File: config.mk
export PLATFORM = sky130hd
export DESIGN_NAME = id_decode_top
export DESIGN_NICKNAME = d
export VERILOG_FILES = /design/src/hdl/mips_id_pkg.sv /design/src/hdl/id_alu_ctrl.sv /design/src/hdl/id_decode_top.sv /design/src/hdl/id_main_ctrl.sv /design/src/hdl/id_stage_reg.sv /design/src/hdl/id_target_gen.sv
export VERILOG_INCLUDE_DIRS = /design/src /design/src/hdl
export SDC_FILE = /design/constraint.sdc
export NUM_CORES = 1
export LEC_CHECK = 0
export BUFFER_PORTS_ARGS = -buffer_cell sky130_fd_sc_hd__buf_2
export CORE_ASPECT_RATIO = 0.75
export CORE_UTILIZATION = 48
export DETAILED_ROUTE_END_ITERATION = 10
export HOLD_SLACK_MARGIN = 0.12
export PLACE_DENSITY = 0.8
export SKIP_CTS_REPAIR_TIMING = 1
export SYNTH_ARGS = -nofsm -noshare
export SYNTH_HDL_FRONTEND = slang
export SYNTH_SLANG_ARGS = --single-unit
File: constraint.sdc
create_clock -name clk -period 4.45 [get_ports clk]
set_clock_uncertainty 0.1 [all_clocks]
set_input_delay 0.6675 -clock clk [delete_from_list [all_inputs] [get_ports clk]]
set_output_delay 0.6675 -clock clk [all_outputs]
set_load 0.05 [all_outputs]
File: src/hdl/mips_id_settings.svh
// MIPS decode stage settings
`ifndef MIPS_ID_SETTINGS_SVH
`define MIPS_ID_SETTINGS_SVH

//////////////////////////////
// Datapath widths
//////////////////////////////

// Data and address width
`define MIPS_XLEN 32
// Register file address
`define MIPS_REG_ADDR_W 5

//////////////////////////////
// Instruction word fields
//////////////////////////////

`define MIPS_OPCODE_W 6
`define MIPS_FUNCT_W 6
`define MIPS_IMM_W 16
// J-type index, shifted left by two in the target
`define MIPS_JIDX_W 26

//////////////////////////////
// ALU control and PC
//////////////////////////////

`define MIPS_ALU_OP_W 8
`define MIPS_ALU_SEL_W 3
// Byte step between sequential instructions
`define MIPS_PC_STEP 4

`endif

File: src/hdl/mips_id_pkg.sv
// MIPS decode stage types
`include "mips_id_settings.svh"

package mips_id_pkg;

    //////////////////////////////
    // Instruction encodings
    //////////////////////////////

    // Primary opcode, bits 31:26
    typedef enum logic [`MIPS_OPCODE_W-1:0] {
        OP_SPECIAL = 6'h00, OP_REGIMM = 6'h01, OP_J     = 6'h02, OP_JAL   = 6'h03,
        OP_BEQ     = 6'h04, OP_BNE    = 6'h05, OP_BLEZ  = 6'h06, OP_BGTZ  = 6'h07,
        OP_ADDI    = 6'h08, OP_ADDIU  = 6'h09, OP_SLTI  = 6'h0a, OP_SLTIU = 6'h0b,
        OP_ANDI    = 6'h0c, OP_ORI    = 6'h0d, OP_XORI  = 6'h0e, OP_LUI   = 6'h0f,
        OP_LB      = 6'h20, OP_LH     = 6'h21, OP_LW    = 6'h23, OP_LBU   = 6'h24,
        OP_LHU     = 6'h25, OP_SB     = 6'h28, OP_SH    = 6'h29, OP_SW    = 6'h2b
    } opcode_e;

    // SPECIAL function field, bits 5:0
    typedef enum logic [`MIPS_FUNCT_W-1:0] {
        FN_SLL   = 6'h00, FN_SRL     = 6'h02, FN_SRA   = 6'h03, FN_SLLV  = 6'h04,
        FN_SRLV  = 6'h06, FN_SRAV    = 6'h07, FN_JR    = 6'h08, FN_JALR  = 6'h09,
        FN_SYSCALL = 6'h0c, FN_BREAK = 6'h0d, FN_MFHI  = 6'h10, FN_MTHI  = 6'h11,
        FN_MFLO  = 6'h12, FN_MTLO    = 6'h13, FN_MULT  = 6'h18, FN_MULTU = 6'h19,
        FN_DIV   = 6'h1a, FN_DIVU    = 6'h1b, FN_ADD   = 6'h20, FN_ADDU  = 6'h21,
        FN_SUB   = 6'h22, FN_SUBU    = 6'h23, FN_AND   = 6'h24, FN_OR    = 6'h25,
        FN_XOR   = 6'h26, FN_NOR     = 6'h27, FN_SLT   = 6'h2a, FN_SLTU  = 6'h2b
    } funct_e;

    // REGIMM branch kind, carried in rt
    typedef enum logic [`MIPS_REG_ADDR_W-1:0] {
        RI_BLTZ   = 5'h00,
        RI_BGEZ   = 5'h01,
        RI_BLTZAL = 5'h10,
        RI_BGEZAL = 5'h11
    } regimm_e;

    //////////////////////////////
    // ALU control codes
    //////////////////////////////

    // High nibble follows the result group
    typedef enum logic [`MIPS_ALU_OP_W-1:0] {
        ALU_NOP    = 8'h00,
        ALU_AND    = 8'h01, ALU_OR     = 8'h02, ALU_XOR    = 8'h03, ALU_NOR   = 8'h04,
        ALU_ANDI   = 8'h05, ALU_ORI    = 8'h06, ALU_XORI   = 8'h07, ALU_LUI   = 8'h08,
        ALU_SLL    = 8'h10, ALU_SRL    = 8'h11, ALU_SRA    = 8'h12, ALU_SLLV  = 8'h13,
        ALU_SRLV   = 8'h14, ALU_SRAV   = 8'h15,
        ALU_MFHI   = 8'h20, ALU_MTHI   = 8'h21, ALU_MFLO   = 8'h22, ALU_MTLO  = 8'h23,
        ALU_ADD    = 8'h30, ALU_ADDU   = 8'h31, ALU_SUB    = 8'h32, ALU_SUBU  = 8'h33,
        ALU_SLT    = 8'h34, ALU_SLTU   = 8'h35, ALU_ADDI   = 8'h36, ALU_ADDIU = 8'h37,
        ALU_SLTI   = 8'h38, ALU_SLTIU  = 8'h39, ALU_MULT   = 8'h3a, ALU_MULTU = 8'h3b,
        ALU_DIV    = 8'h3c, ALU_DIVU   = 8'h3d,
        ALU_J      = 8'h40, ALU_JAL    = 8'h41, ALU_JR     = 8'h42, ALU_JALR  = 8'h43,
        ALU_BEQ    = 8'h44, ALU_BNE    = 8'h45, ALU_BGTZ   = 8'h46, ALU_BLEZ  = 8'h47,
        ALU_BGEZ   = 8'h48, ALU_BLTZ   = 8'h49, ALU_BGEZAL = 8'h4a, ALU_BLTZAL = 8'h4b,
        ALU_LB     = 8'h50, ALU_LBU    = 8'h51, ALU_LH     = 8'h52, ALU_LHU   = 8'h53,
        ALU_LW     = 8'h54, ALU_SB     = 8'h55, ALU_SH     = 8'h56, ALU_SW    = 8'h57,
        ALU_SYSCALL = 8'h60, ALU_BREAK = 8'h61
    } alu_op_e;

    // Result mux select in execute
    typedef enum logic [`MIPS_ALU_SEL_W-1:0] {
        SEL_NOP        = 3'd0,
        SEL_LOGIC      = 3'd1,
        SEL_SHIFT      = 3'd2,
        SEL_MOVE       = 3'd3,
        SEL_ARITHMETIC = 3'd4,
        SEL_LOAD_STORE = 3'd5
    } alu_sel_e;

    //////////////////////////////
    // Port bundles
    //////////////////////////////

    // Latched word split into its fields
    typedef struct packed {
        opcode_e                     opcode;
        logic [`MIPS_REG_ADDR_W-1:0] rs;
        logic [`MIPS_REG_ADDR_W-1:0] rt;
        logic [`MIPS_REG_ADDR_W-1:0] rd;
        logic [`MIPS_IMM_W-1:0]      imm;
        funct_e                      funct;
    } id_fields_t;

    // Datapath control flags
    typedef struct packed {
        logic alu_src;
        logic reg_dst;
        logic reg_write;
        logic mem_read;
        logic mem_write;
        logic mem_to_reg;
        logic branch;
        logic jump;
    } id_ctrl_t;

    typedef struct packed {
        alu_op_e  alu_op;
        alu_sel_e alu_sel;
    } id_alu_t;

    // Immediate and next-PC candidates
    typedef struct packed {
        logic [`MIPS_XLEN-1:0] extended_imm;
        logic [`MIPS_XLEN-1:0] pc_plus_4;
        logic [`MIPS_XLEN-1:0] pc_branch;
        logic [`MIPS_XLEN-1:0] pc_jump;
    } id_target_t;

endpackage

File: src/hdl/id_alu_ctrl.sv
// Decode ALU operation and result group
`timescale 1ns/10ps
`include "mips_id_settings.svh"

module id_alu_ctrl (
    input  mips_id_pkg::id_fields_t fields,
    output mips_id_pkg::id_alu_t    alu
);

    mips_id_pkg::alu_op_e  alu_op;
    mips_id_pkg::alu_sel_e alu_sel;

    //////////////////////////////
    // Operation code
    //////////////////////////////

    always_comb begin
        alu_op = mips_id_pkg::ALU_NOP;
        case (fields.opcode)
            mips_id_pkg::OP_SPECIAL: begin
                case (fields.funct)
                    mips_id_pkg::FN_ADD:     alu_op = mips_id_pkg::ALU_ADD;
                    mips_id_pkg::FN_ADDU:    alu_op = mips_id_pkg::ALU_ADDU;
                    mips_id_pkg::FN_SUB:     alu_op = mips_id_pkg::ALU_SUB;
                    mips_id_pkg::FN_SUBU:    alu_op = mips_id_pkg::ALU_SUBU;
                    mips_id_pkg::FN_SLT:     alu_op = mips_id_pkg::ALU_SLT;
                    mips_id_pkg::FN_SLTU:    alu_op = mips_id_pkg::ALU_SLTU;
                    mips_id_pkg::FN_AND:     alu_op = mips_id_pkg::ALU_AND;
                    mips_id_pkg::FN_OR:      alu_op = mips_id_pkg::ALU_OR;
                    mips_id_pkg::FN_XOR:     alu_op = mips_id_pkg::ALU_XOR;
                    mips_id_pkg::FN_NOR:     alu_op = mips_id_pkg::ALU_NOR;
                    mips_id_pkg::FN_SLL:     alu_op = mips_id_pkg::ALU_SLL;
                    mips_id_pkg::FN_SRL:     alu_op = mips_id_pkg::ALU_SRL;
                    mips_id_pkg::FN_SRA:     alu_op = mips_id_pkg::ALU_SRA;
                    mips_id_pkg::FN_SLLV:    alu_op = mips_id_pkg::ALU_SLLV;
                    mips_id_pkg::FN_SRLV:    alu_op = mips_id_pkg::ALU_SRLV;
                    mips_id_pkg::FN_SRAV:    alu_op = mips_id_pkg::ALU_SRAV;
                    mips_id_pkg::FN_MULT:    alu_op = mips_id_pkg::ALU_MULT;
                    mips_id_pkg::FN_MULTU:   alu_op = mips_id_pkg::ALU_MULTU;
                    mips_id_pkg::FN_DIV:     alu_op = mips_id_pkg::ALU_DIV;
                    mips_id_pkg::FN_DIVU:    alu_op = mips_id_pkg::ALU_DIVU;
                    mips_id_pkg::FN_MFHI:    alu_op = mips_id_pkg::ALU_MFHI;
                    mips_id_pkg::FN_MTHI:    alu_op = mips_id_pkg::ALU_MTHI;
                    mips_id_pkg::FN_MFLO:    alu_op = mips_id_pkg::ALU_MFLO;
                    mips_id_pkg::FN_MTLO:    alu_op = mips_id_pkg::ALU_MTLO;
                    mips_id_pkg::FN_JR:      alu_op = mips_id_pkg::ALU_JR;
                    mips_id_pkg::FN_JALR:    alu_op = mips_id_pkg::ALU_JALR;
                    mips_id_pkg::FN_SYSCALL: alu_op = mips_id_pkg::ALU_SYSCALL;
                    mips_id_pkg::FN_BREAK:   alu_op = mips_id_pkg::ALU_BREAK;
                    default: ;
                endcase
            end
            mips_id_pkg::OP_REGIMM: begin
                case (fields.rt)
                    mips_id_pkg::RI_BLTZ:   alu_op = mips_id_pkg::ALU_BLTZ;
                    mips_id_pkg::RI_BGEZ:   alu_op = mips_id_pkg::ALU_BGEZ;
                    mips_id_pkg::RI_BLTZAL: alu_op = mips_id_pkg::ALU_BLTZAL;
                    mips_id_pkg::RI_BGEZAL: alu_op = mips_id_pkg::ALU_BGEZAL;
                    default: ;
                endcase
            end
            mips_id_pkg::OP_J:     alu_op = mips_id_pkg::ALU_J;
            mips_id_pkg::OP_JAL:   alu_op = mips_id_pkg::ALU_JAL;
            mips_id_pkg::OP_BEQ:   alu_op = mips_id_pkg::ALU_BEQ;
            mips_id_pkg::OP_BNE:   alu_op = mips_id_pkg::ALU_BNE;
            mips_id_pkg::OP_BLEZ:  alu_op = mips_id_pkg::ALU_BLEZ;
            mips_id_pkg::OP_BGTZ:  alu_op = mips_id_pkg::ALU_BGTZ;
            mips_id_pkg::OP_ADDI:  alu_op = mips_id_pkg::ALU_ADDI;
            mips_id_pkg::OP_ADDIU: alu_op = mips_id_pkg::ALU_ADDIU;
            mips_id_pkg::OP_SLTI:  alu_op = mips_id_pkg::ALU_SLTI;
            mips_id_pkg::OP_SLTIU: alu_op = mips_id_pkg::ALU_SLTIU;
            mips_id_pkg::OP_ANDI:  alu_op = mips_id_pkg::ALU_ANDI;
            mips_id_pkg::OP_ORI:   alu_op = mips_id_pkg::ALU_ORI;
            mips_id_pkg::OP_XORI:  alu_op = mips_id_pkg::ALU_XORI;
            mips_id_pkg::OP_LUI:   alu_op = mips_id_pkg::ALU_LUI;
            mips_id_pkg::OP_LB:    alu_op = mips_id_pkg::ALU_LB;
            mips_id_pkg::OP_LBU:   alu_op = mips_id_pkg::ALU_LBU;
            mips_id_pkg::OP_LH:    alu_op = mips_id_pkg::ALU_LH;
            mips_id_pkg::OP_LHU:   alu_op = mips_id_pkg::ALU_LHU;
            mips_id_pkg::OP_LW:    alu_op = mips_id_pkg::ALU_LW;
            mips_id_pkg::OP_SB:    alu_op = mips_id_pkg::ALU_SB;
            mips_id_pkg::OP_SH:    alu_op = mips_id_pkg::ALU_SH;
            mips_id_pkg::OP_SW:    alu_op = mips_id_pkg::ALU_SW;
            default: ;
        endcase
    end

    //////////////////////////////
    // Result group
    //////////////////////////////

    // Branches, jumps and traps fall through to NOP
    always_comb begin
        alu_sel = mips_id_pkg::SEL_NOP;
        case (fields.opcode)
            mips_id_pkg::OP_SPECIAL: begin
                case (fields.funct)
                    mips_id_pkg::FN_ADD, mips_id_pkg::FN_ADDU, mips_id_pkg::FN_SUB,
                    mips_id_pkg::FN_SUBU, mips_id_pkg::FN_SLT, mips_id_pkg::FN_SLTU,
                    mips_id_pkg::FN_MULT, mips_id_pkg::FN_MULTU, mips_id_pkg::FN_DIV,
                    mips_id_pkg::FN_DIVU: alu_sel = mips_id_pkg::SEL_ARITHMETIC;
                    mips_id_pkg::FN_AND, mips_id_pkg::FN_OR, mips_id_pkg::FN_XOR,
                    mips_id_pkg::FN_NOR: alu_sel = mips_id_pkg::SEL_LOGIC;
                    mips_id_pkg::FN_SLL, mips_id_pkg::FN_SRL, mips_id_pkg::FN_SRA,
                    mips_id_pkg::FN_SLLV, mips_id_pkg::FN_SRLV,
                    mips_id_pkg::FN_SRAV: alu_sel = mips_id_pkg::SEL_SHIFT;
                    // HI/LO traffic
                    mips_id_pkg::FN_MFHI, mips_id_pkg::FN_MTHI, mips_id_pkg::FN_MFLO,
                    mips_id_pkg::FN_MTLO: alu_sel = mips_id_pkg::SEL_MOVE;
                    default: ;
                endcase
            end
            mips_id_pkg::OP_ADDI, mips_id_pkg::OP_ADDIU, mips_id_pkg::OP_SLTI,
            mips_id_pkg::OP_SLTIU: alu_sel = mips_id_pkg::SEL_ARITHMETIC;
            mips_id_pkg::OP_ANDI, mips_id_pkg::OP_ORI, mips_id_pkg::OP_XORI,
            mips_id_pkg::OP_LUI: alu_sel = mips_id_pkg::SEL_LOGIC;
            // Address add for memory ops
            mips_id_pkg::OP_LB, mips_id_pkg::OP_LBU, mips_id_pkg::OP_LH,
            mips_id_pkg::OP_LHU, mips_id_pkg::OP_LW, mips_id_pkg::OP_SB,
            mips_id_pkg::OP_SH, mips_id_pkg::OP_SW: alu_sel = mips_id_pkg::SEL_LOAD_STORE;
            default: ;
        endcase
    end

    assign alu = '{alu_op: alu_op, alu_sel: alu_sel};

    // Op and group tables must agree on unknowns
    a_nop_group: assert property (
        @(alu) (alu.alu_op == mips_id_pkg::ALU_NOP) |-> (alu.alu_sel == mips_id_pkg::SEL_NOP)
    ) else $error("ALU NOP with non-NOP group");

endmodule

File: src/hdl/id_decode_top.sv
// Instruction decode stage top
`timescale 1ns/10ps
`include "mips_id_settings.svh"

module id_decode_top (
    input  logic                    clk,
    input  logic                    rstn,
    input  logic                    stall,
    input  logic [`MIPS_XLEN-1:0]   instruction,
    input  logic [`MIPS_XLEN-1:0]   pc,
    output mips_id_pkg::id_fields_t fields,
    output logic [`MIPS_XLEN-1:0]   inst_out,
    output mips_id_pkg::id_ctrl_t   ctrl,
    output mips_id_pkg::id_alu_t    alu,
    output mips_id_pkg::id_target_t targets
);

    // Latched PC, only the target unit needs it
    logic [`MIPS_XLEN-1:0] pc_q;

    //////////////////////////////
    // Stage register
    //////////////////////////////

    id_stage_reg u_stage_reg (
        .clk         (clk),
        .rstn        (rstn),
        .stall       (stall),
        .instruction (instruction),
        .pc          (pc),
        .inst_q      (inst_out),
        .pc_q        (pc_q),
        .fields      (fields)
    );

    //////////////////////////////
    // Combinational decode
    //////////////////////////////

    id_main_ctrl u_main_ctrl (
        .inst_q (inst_out),
        .fields (fields),
        .ctrl   (ctrl)
    );

    id_alu_ctrl u_alu_ctrl (
        .fields (fields),
        .alu    (alu)
    );

    id_target_gen u_target_gen (
        .fields  (fields),
        .inst_q  (inst_out),
        .pc_q    (pc_q),
        .targets (targets)
    );

endmodule

File: src/hdl/id_main_ctrl.sv
// Decode control flags
`timescale 1ns/10ps
`include "mips_id_settings.svh"

module id_main_ctrl (
    input  logic [`MIPS_XLEN-1:0]   inst_q,
    input  mips_id_pkg::id_fields_t fields,
    output mips_id_pkg::id_ctrl_t   ctrl
);

    always_comb begin
        ctrl = '0;
        // All-zero word is the canonical NOP, not SLL
        if (inst_q != '0) begin
            case (fields.opcode)
                //////////////////////////////
                // R-type, by funct
                //////////////////////////////
                mips_id_pkg::OP_SPECIAL: begin
                    case (fields.funct)
                        mips_id_pkg::FN_ADD, mips_id_pkg::FN_ADDU,
                        mips_id_pkg::FN_SUB, mips_id_pkg::FN_SUBU,
                        mips_id_pkg::FN_SLT, mips_id_pkg::FN_SLTU,
                        mips_id_pkg::FN_AND, mips_id_pkg::FN_OR,
                        mips_id_pkg::FN_XOR, mips_id_pkg::FN_NOR,
                        mips_id_pkg::FN_SLL, mips_id_pkg::FN_SRL,
                        mips_id_pkg::FN_SRA, mips_id_pkg::FN_SLLV,
                        mips_id_pkg::FN_SRLV, mips_id_pkg::FN_SRAV,
                        mips_id_pkg::FN_MULT, mips_id_pkg::FN_MULTU,
                        mips_id_pkg::FN_DIV, mips_id_pkg::FN_DIVU,
                        mips_id_pkg::FN_MFHI, mips_id_pkg::FN_MFLO: begin
                            ctrl.reg_dst   = 1'b1;
                            ctrl.reg_write = 1'b1;
                        end
                        // Link into rd
                        mips_id_pkg::FN_JALR: begin
                            ctrl.reg_dst   = 1'b1;
                            ctrl.reg_write = 1'b1;
                            ctrl.jump      = 1'b1;
                        end
                        mips_id_pkg::FN_JR: begin
                            ctrl.reg_dst = 1'b1;
                            ctrl.jump    = 1'b1;
                        end
                        // No GPR result
                        mips_id_pkg::FN_MTHI, mips_id_pkg::FN_MTLO,
                        mips_id_pkg::FN_SYSCALL, mips_id_pkg::FN_BREAK: begin
                            ctrl.reg_dst = 1'b1;
                        end
                        default: ;
                    endcase
                end

                // REGIMM branches keyed by rt
                mips_id_pkg::OP_REGIMM: begin
                    case (fields.rt)
                        mips_id_pkg::RI_BLTZ, mips_id_pkg::RI_BGEZ: begin
                            ctrl.branch = 1'b1;
                        end
                        // Writes $ra
                        mips_id_pkg::RI_BLTZAL, mips_id_pkg::RI_BGEZAL: begin
                            ctrl.branch    = 1'b1;
                            ctrl.reg_write = 1'b1;
                        end
                        default: ;
                    endcase
                end

                //////////////////////////////
                // I-type and J-type
                //////////////////////////////
                mips_id_pkg::OP_J: ctrl.jump = 1'b1;
                mips_id_pkg::OP_JAL: begin
                    ctrl.jump      = 1'b1;
                    ctrl.reg_write = 1'b1;
                end
                mips_id_pkg::OP_BEQ, mips_id_pkg::OP_BNE,
                mips_id_pkg::OP_BLEZ, mips_id_pkg::OP_BGTZ: ctrl.branch = 1'b1;
                mips_id_pkg::OP_ADDI, mips_id_pkg::OP_ADDIU,
                mips_id_pkg::OP_SLTI, mips_id_pkg::OP_SLTIU,
                mips_id_pkg::OP_ANDI, mips_id_pkg::OP_ORI,
                mips_id_pkg::OP_XORI, mips_id_pkg::OP_LUI: begin
                    ctrl.alu_src   = 1'b1;
                    ctrl.reg_write = 1'b1;
                end
                // Loads write rt from memory
                mips_id_pkg::OP_LB, mips_id_pkg::OP_LBU, mips_id_pkg::OP_LH,
                mips_id_pkg::OP_LHU, mips_id_pkg::OP_LW: begin
                    ctrl.alu_src    = 1'b1;
                    ctrl.reg_write  = 1'b1;
                    ctrl.mem_read   = 1'b1;
                    ctrl.mem_to_reg = 1'b1;
                end
                mips_id_pkg::OP_SB, mips_id_pkg::OP_SH, mips_id_pkg::OP_SW: begin
                    ctrl.alu_src   = 1'b1;
                    ctrl.mem_write = 1'b1;
                end
                default: ;
            endcase
        end
    end

    // One memory access kind per instruction
    a_mem_excl: assert property (
        @(ctrl) !(ctrl.mem_read && ctrl.mem_write)
    ) else $error("mem_read and mem_write both set");

endmodule

File: src/hdl/id_stage_reg.sv
// Decode stage register
`timescale 1ns/10ps
`include "mips_id_settings.svh"

module id_stage_reg (
    input  logic                   clk,
    input  logic                   rstn,
    input  logic                   stall,
    input  logic [`MIPS_XLEN-1:0]  instruction,
    input  logic [`MIPS_XLEN-1:0]  pc,
    output logic [`MIPS_XLEN-1:0]  inst_q,
    output logic [`MIPS_XLEN-1:0]  pc_q,
    output mips_id_pkg::id_fields_t fields
);

    // Word and PC move together so every output refers to one instruction
    always_ff @(posedge clk or negedge rstn) begin
        if (!rstn) begin
            inst_q <= '0;
            pc_q   <= '0;
        end else if (!stall) begin
            inst_q <= instruction;
            pc_q   <= pc;
        end
    end

    //////////////////////////////
    // Field split
    //////////////////////////////

    always_comb begin
        fields.opcode = mips_id_pkg::opcode_e'(inst_q[31:26]);
        fields.rs     = inst_q[25:21];
        fields.rt     = inst_q[20:16];
        fields.rd     = inst_q[15:11];
        fields.imm    = inst_q[15:0];
        // shamt in 10:6 is left to execute
        fields.funct  = mips_id_pkg::funct_e'(inst_q[5:0]);
    end

    // Held word across a stall
    a_stall_hold: assert property (
        @(posedge clk) disable iff (!rstn) stall |=> $stable(inst_q)
    ) else $error("inst_q changed during stall");

endmodule

File: src/hdl/id_target_gen.sv
// Immediate and next-PC targets
`timescale 1ns/10ps
`include "mips_id_settings.svh"

module id_target_gen (
    input  mips_id_pkg::id_fields_t fields,
    input  logic [`MIPS_XLEN-1:0]   inst_q,
    input  logic [`MIPS_XLEN-1:0]   pc_q,
    output mips_id_pkg::id_target_t targets
);

    localparam int EXT_W = `MIPS_XLEN - `MIPS_IMM_W;

    logic                  zero_ext;
    logic [`MIPS_XLEN-1:0] ext_imm;
    logic [`MIPS_XLEN-1:0] pc_plus_4;

    // Logical immediates are unsigned
    always_comb begin
        case (fields.opcode)
            mips_id_pkg::OP_ANDI, mips_id_pkg::OP_ORI,
            mips_id_pkg::OP_XORI, mips_id_pkg::OP_LUI: zero_ext = 1'b1;
            default: zero_ext = 1'b0;
        endcase
    end

    assign ext_imm = zero_ext ? {{EXT_W{1'b0}}, fields.imm}
                              : {{EXT_W{fields.imm[`MIPS_IMM_W-1]}}, fields.imm};

    assign pc_plus_4 = pc_q + `MIPS_XLEN'(`MIPS_PC_STEP);

    //////////////////////////////
    // Target bundle
    //////////////////////////////

    always_comb begin
        targets.extended_imm = ext_imm;
        targets.pc_plus_4    = pc_plus_4;
        // Word offset from the delay slot
        targets.pc_branch    = pc_plus_4 + {ext_imm[`MIPS_XLEN-3:0], 2'b00};
        // Region bits come from the delay slot address
        targets.pc_jump      = {pc_plus_4[`MIPS_XLEN-1:`MIPS_XLEN-4],
                                inst_q[`MIPS_JIDX_W-1:0], 2'b00};
    end

endmodule

==> results.yml, run 1 <==
outcome:
  outcome: "completed"
routing:
  totalWireLength_um: 18200
  wl_per_cell_um: 17.0
  ant_nets: 0
  drt_iter0_drc: 511
  drc: 0
  vias: 5783
  vias_per_cell: 5.42
  first_pass_iters: 5
sta:
  hold_violations: 0
  post-route-min-period_ps: 4350
  hold_ws_ps: 265
  post-route-period-util: 0.977
  setup_tns_ps: 0
  tightest_slew_ps: 788
  maxSlewHeadroom: 0.475
  slew_violations: 0
  fmax_ghz: 0.230
  rsz0062_at_grt: "yes"
  setup_viol: 0
synthesis:
  synth_top_cell_by_area: "dfrtp_1"
  yosys.area.top_type_share: 0.264
  synth_area_leaders: "dfrtp_1 26%, buf_4 14%, mux2_2 12%"
  yosysSeqAreaShare: 0.264
  synth_cell_types: 58
  synth-seq-cells: 64
  synth-edff-count: 0
  synthFlopType: "dfrtp_1"
  synthCells: 701
  syn_area_per_cell_um2: 8.65
  yosys_warnings: 0
  async_flop_share: 1.00
  syn_area_mm2: 0.00607
setup_path:
  required_ps: 3680
  start_kind: "flip-flop"
  critPathKind: "flip-flop to primary output"
  cp.arrival_ps: 3580
  r2r_start: "u_stage_reg.inst_q[1]$_DFFE_PN0N_"
  path_max_fanout: 5
  path_common_cell: "and4_1"
  cp_slowest_cell: "dfrtp_1"
  crit_buf_inv: 2
  critPathTopFamily: "simple AND/OR/NAND/NOR gates"
  r2r_end: "u_stage_reg.inst_q[1]$_DFFE_PN0N_"
  ff2ff_setup_slack_ps: 3260
  endpoint_kind: "primary output"
  cp_cell_sequence: "and3_4 > and2_2 > nor2b_4 > buf_4 > nand4_1 > xnor2_2 > ha_4 > and4_1 > and4_1 > o2111ai_1 > nand3_1 > nand2_1 > o21ai_2 > xor2_2 > clkbuf_4"
  max_stage_delay_ps: 360
  reg2reg_depth: 2
layout:
  fin_nets: 994
  seq_area_mm2: 0.00161
  nFillCells: 1055
  fin_cells: 1067
  multi_input_area_mm2: 0.00389
  post-route-util: 0.634
  drive_gt1_frac: 0.522
  insertedDiodeCount: 0
  area_growth_syn_to_layout_pct: 28.5
global_routing:
  grt_usage: 0.262
  grt_max_degree: 39
  grt_pass1_vias: 4877
  grt_overflow: 0
  grt_pass1_wl_um: 26900
  antenna_found_initial: 0
clock_network:
  root_buffer: "clkbuf_16"
  numCtsBuffers: 9
  tritoncts: "built"
  htreeDepth: 3
  clkLatencyLatePin_ps: 320
  clockBufferDepth: 2
  clock-sinks: 64
  clkTransAtPathRegs_ps: 50
floorplanning:
  initial_core_util: 0.493
  rows: 35
  die_x_um: 132
  die_area_mm2: 0.0131
  core_mm2: 0.0123
  die_h_um: 99.4
  ios: 289
placed_design:
  io_buffers: 285
  place.detailed.hpwl_um: 14300
  dp_cells: 1049
  gp_congestion: 0.927
pwr:
  power_w: 0.00390
  p_per_area_mw_per_mm2: 501
  ir_drop_uv: 340
  p_leak_nw: 3.82
job:
  maxCapViolCount: 0
worst_hold_path:
  hp-class: "primary input to async pin"
==> cell families after synthesis <==
kind of cell             after synthesis  share of synthesized area
AND/OR/NAND/NOR                      177                      0.148
buffers and inverters                152                      0.163
AO/OA/AOI/OAI                        151                      0.150
multiplexers                          67                      0.124
flip-flops                            64                      0.264
XOR/XNOR                              58                     0.0850
adder cells (fa/ha/maj)               31                     0.0652
other                                  1                   0.000618
==> cells in the final DEF, fill, tap and decap left out, types with 7 or more instances in the layout <==
master	count
buf_4	38
nor2_1	43
xnor2_1	16
clkbuf_4	7
xnor2_2	18
a21o_1	10
o21ai_0	34
inv_1	11
ha_1	23
dfrtp_1	61
a21oi_1	47
a31oi_1	7
mux2_2	64
xor2_1	15
nand2_1	48
buf_2	277
clkbuf_16	9
nand2b_1	8
nand4_1	7
nand3_1	26
==> state kept, by name, indices dropped and copies added (netlist names) <==
signal / count
u_stage_reg.inst_q: 32
u_stage_reg.pc_q: 32
==> stage by stage <==
| step | cell area, µm² | setup slack, ps |
|---|---|---|
| floorplan | 6300 | -96.9 |
| global placement | 7260 | 90.6 |
| detailed placement | 7260 | 1.84 |
| CTS | 7570 | -363 |
| global route | 7800 | -100 |
| finish | 7800 | 104 |
==> power breakdown <==
part	internal, W	leakage (nW)	switching, W
Clock	0.000488	0.156	0.000242
Sequential	0.000641	0.745	0.0000938
Combinational	0.000667	2.92	0.00177
==> synthesized netlist by cell type, drive strengths merged, types with 3 or more instances <==
cell type / instances
a211oi: 3
nor4: 5
and3: 6
o21a: 7
a31oi: 10
and4: 4
ha: 30
buf: 114
xnor2: 36
nor3: 7
o22ai: 4
a21oi: 53
and2: 3
nand4: 8
nand3: 28
mux2i: 3
nand2: 49
a311oi: 3
nor2b: 7
a21o: 10
mux2: 64
nor2: 45
dfrtp: 64
nand2b: 8
o21ai: 39
inv: 11
o221ai: 3
o31ai: 3
nor3b: 3
clkbuf: 27
xor2: 22
==> worst reg2reg max path, delay by kind of cell, from the launching register on <==
| kind | cells | cell delay [ps] |
|---|---|---|
| buffers and inverters | 1 | 230 |
| DFF | 1 | 470 |
| muxes | 1 | 270 |
==> per-layer routing <==
metal,global-route usage,vias to the layer above,wire (µm)
met5,0,-,0
met4,0.0841,0,280
met3,0.0311,20,1260
met2,0.394,261,8180
met1,0.391,2751,8450
li1,-,2751,-
==> worst max path at each step <==
stage | startpoint | endpoint | slack, ps | cells after the start
final | u_stage_reg.pc_q[4]$_DFFE_PN0N_ | targets[62] | 100 | 15
after global routing | u_stage_reg.pc_q[11]$_DFFE_PN0N_ | targets[62] | -100 | 14
after CTS | u_stage_reg.pc_q[2]$_DFFE_PN0N_ | targets[63] | -360 | 16
after detailed placement | u_stage_reg.pc_q[2]$_DFFE_PN0N_ | targets[63] | 2 | 16
after global placement | u_stage_reg.pc_q[2]$_DFFE_PN0N_ | targets[63] | 90 | 16
after floorplan | u_stage_reg.pc_q[4]$_DFFE_PN0N_ | targets[55] | -100 | 10
==> area by class of cell <==
| class | instances | area share |
|---|---|---|
| multi-input combinational | 487 | 0.499 |
| timing repair buffer | 323 | 0.223 |
| sequential | 64 | 0.206 |
| clock buffer | 10 | 0.0294 |
| tap | 166 | 0.0266 |
| clock inverter | 6 | 0.0108 |
| inverter | 11 | 0.00530 |
No activity file was read; power rests on OpenSTA's default activity.
==> inputs of run 2 (changes only) <==
--- a/config.mk
+++ b/config.mk
@@ -10,6 +10,7 @@
 export CORE_ASPECT_RATIO = 0.75
 export CORE_UTILIZATION = 48
 export DETAILED_ROUTE_END_ITERATION = 10
+export GPL_TIMING_DRIVEN = 0
 export HOLD_SLACK_MARGIN = 0.12
 export PLACE_DENSITY = 0.8
 export SKIP_CTS_REPAIR_TIMING = 1
==> constraint.sdc (replaced) <==
create_clock -name clk -period 4.8 [get_ports clk]
set_clock_uncertainty 0.1 [all_clocks]
set_input_delay 0.72 -clock clk [delete_from_list [all_inputs] [get_ports clk]]
set_output_delay 0.72 -clock clk [all_outputs]
set_load 0.05 [all_outputs]
==> results.yml, run 2 (synthesized netlist as in run 1, its figures left out) <==
clock_network:
  tritoncts: "built"
  numCtsBuffers: 9
  clkLatencyLatePin_ps: 320
  clkTransAtPathRegs_ps: 60
  htreeDepth: 3
  root_buffer: "clkbuf_16"
  clockBufferDepth: 2
  clock-sinks: 64
placed_design:
  dp_slack_ps: -110
  io_buffers: 284
  gp_congestion: 0.962
  place.detailed.hpwl_um: 14700
floorplanning:
  initial_core_util: 0.493
  ios: 289
  die_area_mm2: 0.0131
  die_x_um: 132
  die_h_um: 99.4
  core_mm2: 0.0123
  rows: 35
global_routing:
  grt_max_degree: 65
  antenna_found_initial: 1
  grt_pass1_vias: 5341
  grt_pass1_wl_um: 28200
  grt_overflow: 0
  grt_usage: 0.273
sta:
  worst_slack_ps: 152
  fmax_ghz: 0.215
  hold_violations: 0
  post-route-period-util: 0.968
  setup_viol: 0
  maxSlewHeadroom: 0.430
  slew_violations: 0
  post-route-min-period_ps: 4650
  rsz0062_at_grt: "yes"
  tightest_slew_ps: 854
  hold_ws_ps: 390
layout:
  layout_common_cells: "282 x buf_2, 114 x buf_4, 64 x mux2_2, 63 x dfrtp_1, 50 x a21oi_1"
  seq_area_mm2: 0.00160
  nFillCells: 1051
  drive_gt1_frac: 0.509
  area_growth_syn_to_layout_pct: 34.6
  insertedDiodeCount: 0
  final_common_cell: "buf_2"
  top_regs: "u_stage_reg.inst_q: 32 flops, u_stage_reg.pc_q: 32 flops"
  fin_nets: 1096
  multi_input_area_mm2: 0.00364
routing:
  ant_nets: 0
  first_pass_iters: 5
  wl_per_cell_um: 15.8
  totalWireLength_um: 18500
  drt_iter0_drc: 359
  drc: 0
  vias: 6097
  vias_per_cell: 5.22
setup_path:
  critical_path.startpoint: "u_stage_reg.pc_q[3]$_DFFE_PN0N_"
  path_max_fanout: 5
  cp.arrival_ps: 3830
  required_ps: 3980
  r2r_start: "u_stage_reg.inst_q[3]$_DFFE_PN0N_"
  critPathKind: "flip-flop to primary output"
  endpoint_kind: "primary output"
  start_kind: "flip-flop"
pwr:
  p_leak_nw: 4.12
  power_w: 0.00358
  ir_drop_uv: 275
  p_per_area_mw_per_mm2: 438
worst_hold_path:
  hp-class: "primary input to async pin"
outcome:
  outcome: "completed"
job:
  maxCapViolCount: 0
run 2: cell types whose count changed in the layout (fill, tap and decap cells not counted), sizes merged:
cell,previous run,this run
clkinvlp,0,3
clkbuf,17,36
bufinv,2,1
inv,11,12
clkinv,4,2
buf,316,398
run 2: stage by stage:
stage / cell area, µm² / utilization / TNS [ps] / cells
after CTS: 8110 / 0.659 / -687 / 1169
after detailed placement: 7810 / 0.635 / -110 / 1153
after global placement: 7810 / 0.635 / -41.4 / 1153
after global routing: 8160 / 0.663 / -123 / 1169
final: 8160 / 0.663 / 0 / 1169
after floorplan: 6180 / - / 0 / 703
run 2: metal layers:
layer / GRT usage / share of wire
met5: 0 / 0
met4: 0.100 / 0.026
met3: 0.0596 / 0.078
met2: 0.430 / 0.46
met1: 0.368 / 0.44
run 2: path summary, 6_finish.rpt:
check	slack (ps)	endpoint	cells past startpoint
min reg2reg	450	u_stage_reg.pc_q[1]$_DFFE_PN0N_	1
min	390	u_stage_reg.inst_q[23]$_DFFE_PN0N_	1
max in group asynchronous	3640	u_stage_reg.pc_q[2]$_DFFE_PN0N_	1
min in group clk	450	u_stage_reg.pc_q[1]$_DFFE_PN0N_	1
max	150	targets[63]	16
max reg2reg	3130	u_stage_reg.inst_q[3]$_DFFE_PN0N_	3
run 2: power breakdown:
group / switching (W) / leakage (nW) / internal [W]
sequential: 0.000109 / 0.747 / 0.000594
clock: 0.000245 / 0.138 / 0.000401
combinational: 0.00159 / 3.23 / 0.000639
total: 0.00194 / 4.12 / 0.00163
run 2: layout make-up:
type                    instances  share of cell area
flip-flops and latches         64               0.196
well taps                     166              0.0254
multi-input cells             487               0.445
clock inverters                 7             0.00874
inverters                      11             0.00506
plain buffers                 140               0.116
repair buffers                285               0.176
clock buffers                   9              0.0276
run 2: critical path: stages, from the launching register on:
cell	delay (ps)
dfrtp_1	430
ha_1	240
and2_2	190
nor2b_4	210
nand3_2	150
nor2_4	140
nand4_1	150
xnor2_2	180
ha_1	370
a21oi_2	220
o21ai_0	150
nand2_1	80
nand2_1	50
a21o_1	190
a221oi_2	350
xnor2_2	150
clkbuf_4	240
==> inputs of run 3 (changes only) <==
--- a/config.mk
+++ b/config.mk
@@ -8,12 +8,13 @@
 export LEC_CHECK = 0
 export BUFFER_PORTS_ARGS = -buffer_cell sky130_fd_sc_hd__buf_2
 export CORE_ASPECT_RATIO = 0.75
-export CORE_UTILIZATION = 48
+export CORE_UTILIZATION = 50
 export DETAILED_ROUTE_END_ITERATION = 10
 export GPL_TIMING_DRIVEN = 0
 export HOLD_SLACK_MARGIN = 0.12
-export PLACE_DENSITY = 0.8
+export PLACE_DENSITY = 0.81
 export SKIP_CTS_REPAIR_TIMING = 1
 export SYNTH_ARGS = -nofsm -noshare
 export SYNTH_HDL_FRONTEND = slang
+export SYNTH_HIERARCHICAL = 1
 export SYNTH_SLANG_ARGS = --single-unit
==> results.yml, run 3 <==
setup_path:
  max_stage_delay_ps: 470
  cp_slowest_cell: "dfrtp_1"
  critPathKind: "flip-flop to primary output"
  crit_buf_inv: 3
  cp.arrival_ps: 3830
  endpoint_kind: "primary output"
  path_common_cell: "nand3_1"
  r2r_end: "u_stage_reg/inst_q[31]$_DFFE_PN0N_"
  r2r_start: "u_stage_reg/inst_q[31]$_DFFE_PN0N_"
  ff2ff_setup_slack_ps: 3630
  critPathTopFamily: "simple AND/OR/NAND/NOR gates"
  path_max_fanout: 7
  start_kind: "flip-flop"
  cp_cell_sequence: "nand3_1 > nor4_4 > buf_4 > and2_1 > nand3_1 > xnor2_2 > ha_1 > clkbuf_1 > nand3_1 > nor2_2 > nand4_1 > nand4_1 > a31oi_2 > o21ai_1 > xor2_2 > clkbuf_4"
  reg2reg_depth: 1
  required_ps: 3980
floorplanning:
  die_h_um: 103
  core_mm2: 0.0132
  rows: 36
  initial_core_util: 0.519
  ios: 289
  die_area_mm2: 0.0141
  die_x_um: 137
global_routing:
  grt_overflow: 0
  grt_pass1_wl_um: 30400
  grt_max_degree: 65
  grt_usage: 0.287
  grt_pass1_vias: 5682
  antenna_found_initial: 0
sta:
  tightest_slew_ps: 816
  setup_tns_ps: 0
  post-route-min-period_ps: 4650
  hold_violations: 0
  maxSlewHeadroom: 0.456
  post-route-period-util: 0.968
  slew_violations: 0
  setup_viol: 0
  fmax_ghz: 0.215
  rsz0062_at_grt: "yes"
clock_network:
  clockBufferDepth: 2
  tritoncts: "built"
  numCtsBuffers: 9
  clkLatencyLatePin_ps: 320
  clock-sinks: 64
  clkTransAtPathRegs_ps: 60
  htreeDepth: 3
  root_buffer: "clkbuf_16"
synthesis:
  synth-seq-cells: 64
  synth-edff-count: 0
  yosysSeqAreaShare: 0.235
  yosys.area.top_type_share: 0.235
  synth_top_cell_by_area: "dfrtp_1"
  synth_cell_types: 85
  syn_area_per_cell_um2: 9.26
  syn_area_mm2: 0.00682
  synth_common_cells: "114 x buf_4, 64 x dfrtp_1, 60 x mux2_4, 48 x nand2_1, 44 x a21oi_1"
  async_flop_share: 1.00
  synthFlopType: "dfrtp_1"
  synthCells: 737
  post-synth-top-count-cell: "buf_4"
  synth_area_leaders: "dfrtp_1 23%, mux2_4 13%, buf_4 13%"
  yosys_warnings: 6
layout:
  post-route-util: 0.684
  area_growth_syn_to_layout_pct: 31.9
  fin_nets: 1135
  insertedDiodeCount: 0
  nFillCells: 1048
  drive_gt1_frac: 0.540
  final_area_mm2: 0.00900
  fin_cells: 1210
  top_regs: "u_stage_reg/inst_q: 32 flops, u_stage_reg/pc_q: 32 flops"
  final_common_cell: "buf_2"
  layout_common_cells: "287 x buf_2, 117 x buf_4, 60 x mux2_4, 59 x dfrtp_1, 48 x nand2_1"
pwr:
  p_per_area_mw_per_mm2: 415
  seq_power_share: 0.190
  power_w: 0.00374
  intPower_w: 0.00168
  ir_drop_uv: 230
  switchingPower_w: 0.00206
  swShare: 0.551
  combPwrFrac: 0.644
  p_leak_nw: 4.57
  clockPowerShare: 0.166
job:
  maxCapViolCount: 0
placed_design:
  placed_area_mm2: 0.00862
  io_buffers: 284
  dp_cells: 1193
  gp_congestion: 0.950
  place.detailed.hpwl_um: 16500
routing:
  drt_iter0_drc: 437
  vias: 6611
  totalWireLength_um: 20800
  drc: 0
  ant_nets: 0
  first_pass_iters: 6
  vias_per_cell: 5.46
  wl_per_cell_um: 17.2
outcome:
  outcome: "completed"
worst_hold_path:
  hp-class: "primary input to async pin"
## run 3: cell types whose count changed in the layout (fill, tap and decap cells not counted), moves of 9 or more
cell and delta:
inv_1 +10, mux2_4 +60, o21ai_0 -9, mux2_2 -60, a21oi_1 -9, clkbuf_1 -22
## run 3: power groups by stage
stage / clock [W] / combinational, W / sequential (W)
6_report: 0.000620 / 0.00241 / 0.000710
5_1_grt: 0.000661 / 0.00253 / 0.000720
4_1_cts: 0.000635 / 0.00238 / 0.000707
3_5_place_dp: 0 / 0.00237 / 0.000715
3_3_place_gp: 0 / 0.00235 / 0.000711
2_1_floorplan: 0 / 0.00181 / 0.000773
## run 3: how the worst max path moves through the flow
stage / depth (start not counted) / endpoint / startpoint / slack [ps]
2_1_floorplan: 13 / targets[61] / u_stage_reg/pc_q[7]$_DFFE_PN0N_ / 7
3_3_place_gp: 14 / targets[63] / u_stage_reg/pc_q[7]$_DFFE_PN0N_ / 10
3_5_place_dp: 14 / targets[63] / u_stage_reg/pc_q[7]$_DFFE_PN0N_ / -70
4_1_cts: 14 / targets[63] / u_stage_reg/pc_q[7]$_DFFE_PN0N_ / -440
5_1_grt: 15 / targets[62] / u_stage_reg/pc_q[6]$_DFFE_PN0N_ / -60
6_report: 16 / targets[63] / u_stage_reg/pc_q[6]$_DFFE_PN0N_ / 150
## run 3: area by class of cell
class	count	area, µm²	area share
Clock buffer	10	239	0.0266
Buffer	138	1100	0.122
Multi-Input combinational cell	513	4270	0.474
Inverter	22	82.6	0.00918
Clock inverter	6	43.8	0.00487
Timing Repair Buffer	286	1440	0.161
Tap cell	171	214	0.0238
Sequential cell	64	1610	0.179
## run 3: cell families (layout without fill, tap and decap cells)
kind of cell,count (synthesis),count (layout),share of synthesized area
XOR/XNOR,57,57,0.0770
AND/OR/NAND/NOR,201,201,0.160
buffers and inverters,161,462,0.174
multiplexers,68,68,0.145
flip-flops,64,64,0.235
adder cells (fa/ha/maj),34,34,0.0635
AO/OA/AOI/OAI,150,150,0.145
other,2,3,0.00110
## run 3: layer usage
layer,track usage,wire length [µm],vias to the layer above
li1,-,-,3129
met3,0.0605,1670,36
met1,0.391,9260,3125
met4,0.0989,495,0
met2,0.451,9360,321
met5,0,0,-
## run 3: per-stage QoR
stage	setup slack [ps]	hold slack [ps]
after floorplan	6.51	324
after global placement	12.7	393
after detailed placement	-69.4	391
after CTS	-442	407
after global routing	-58.9	429
final	152	383
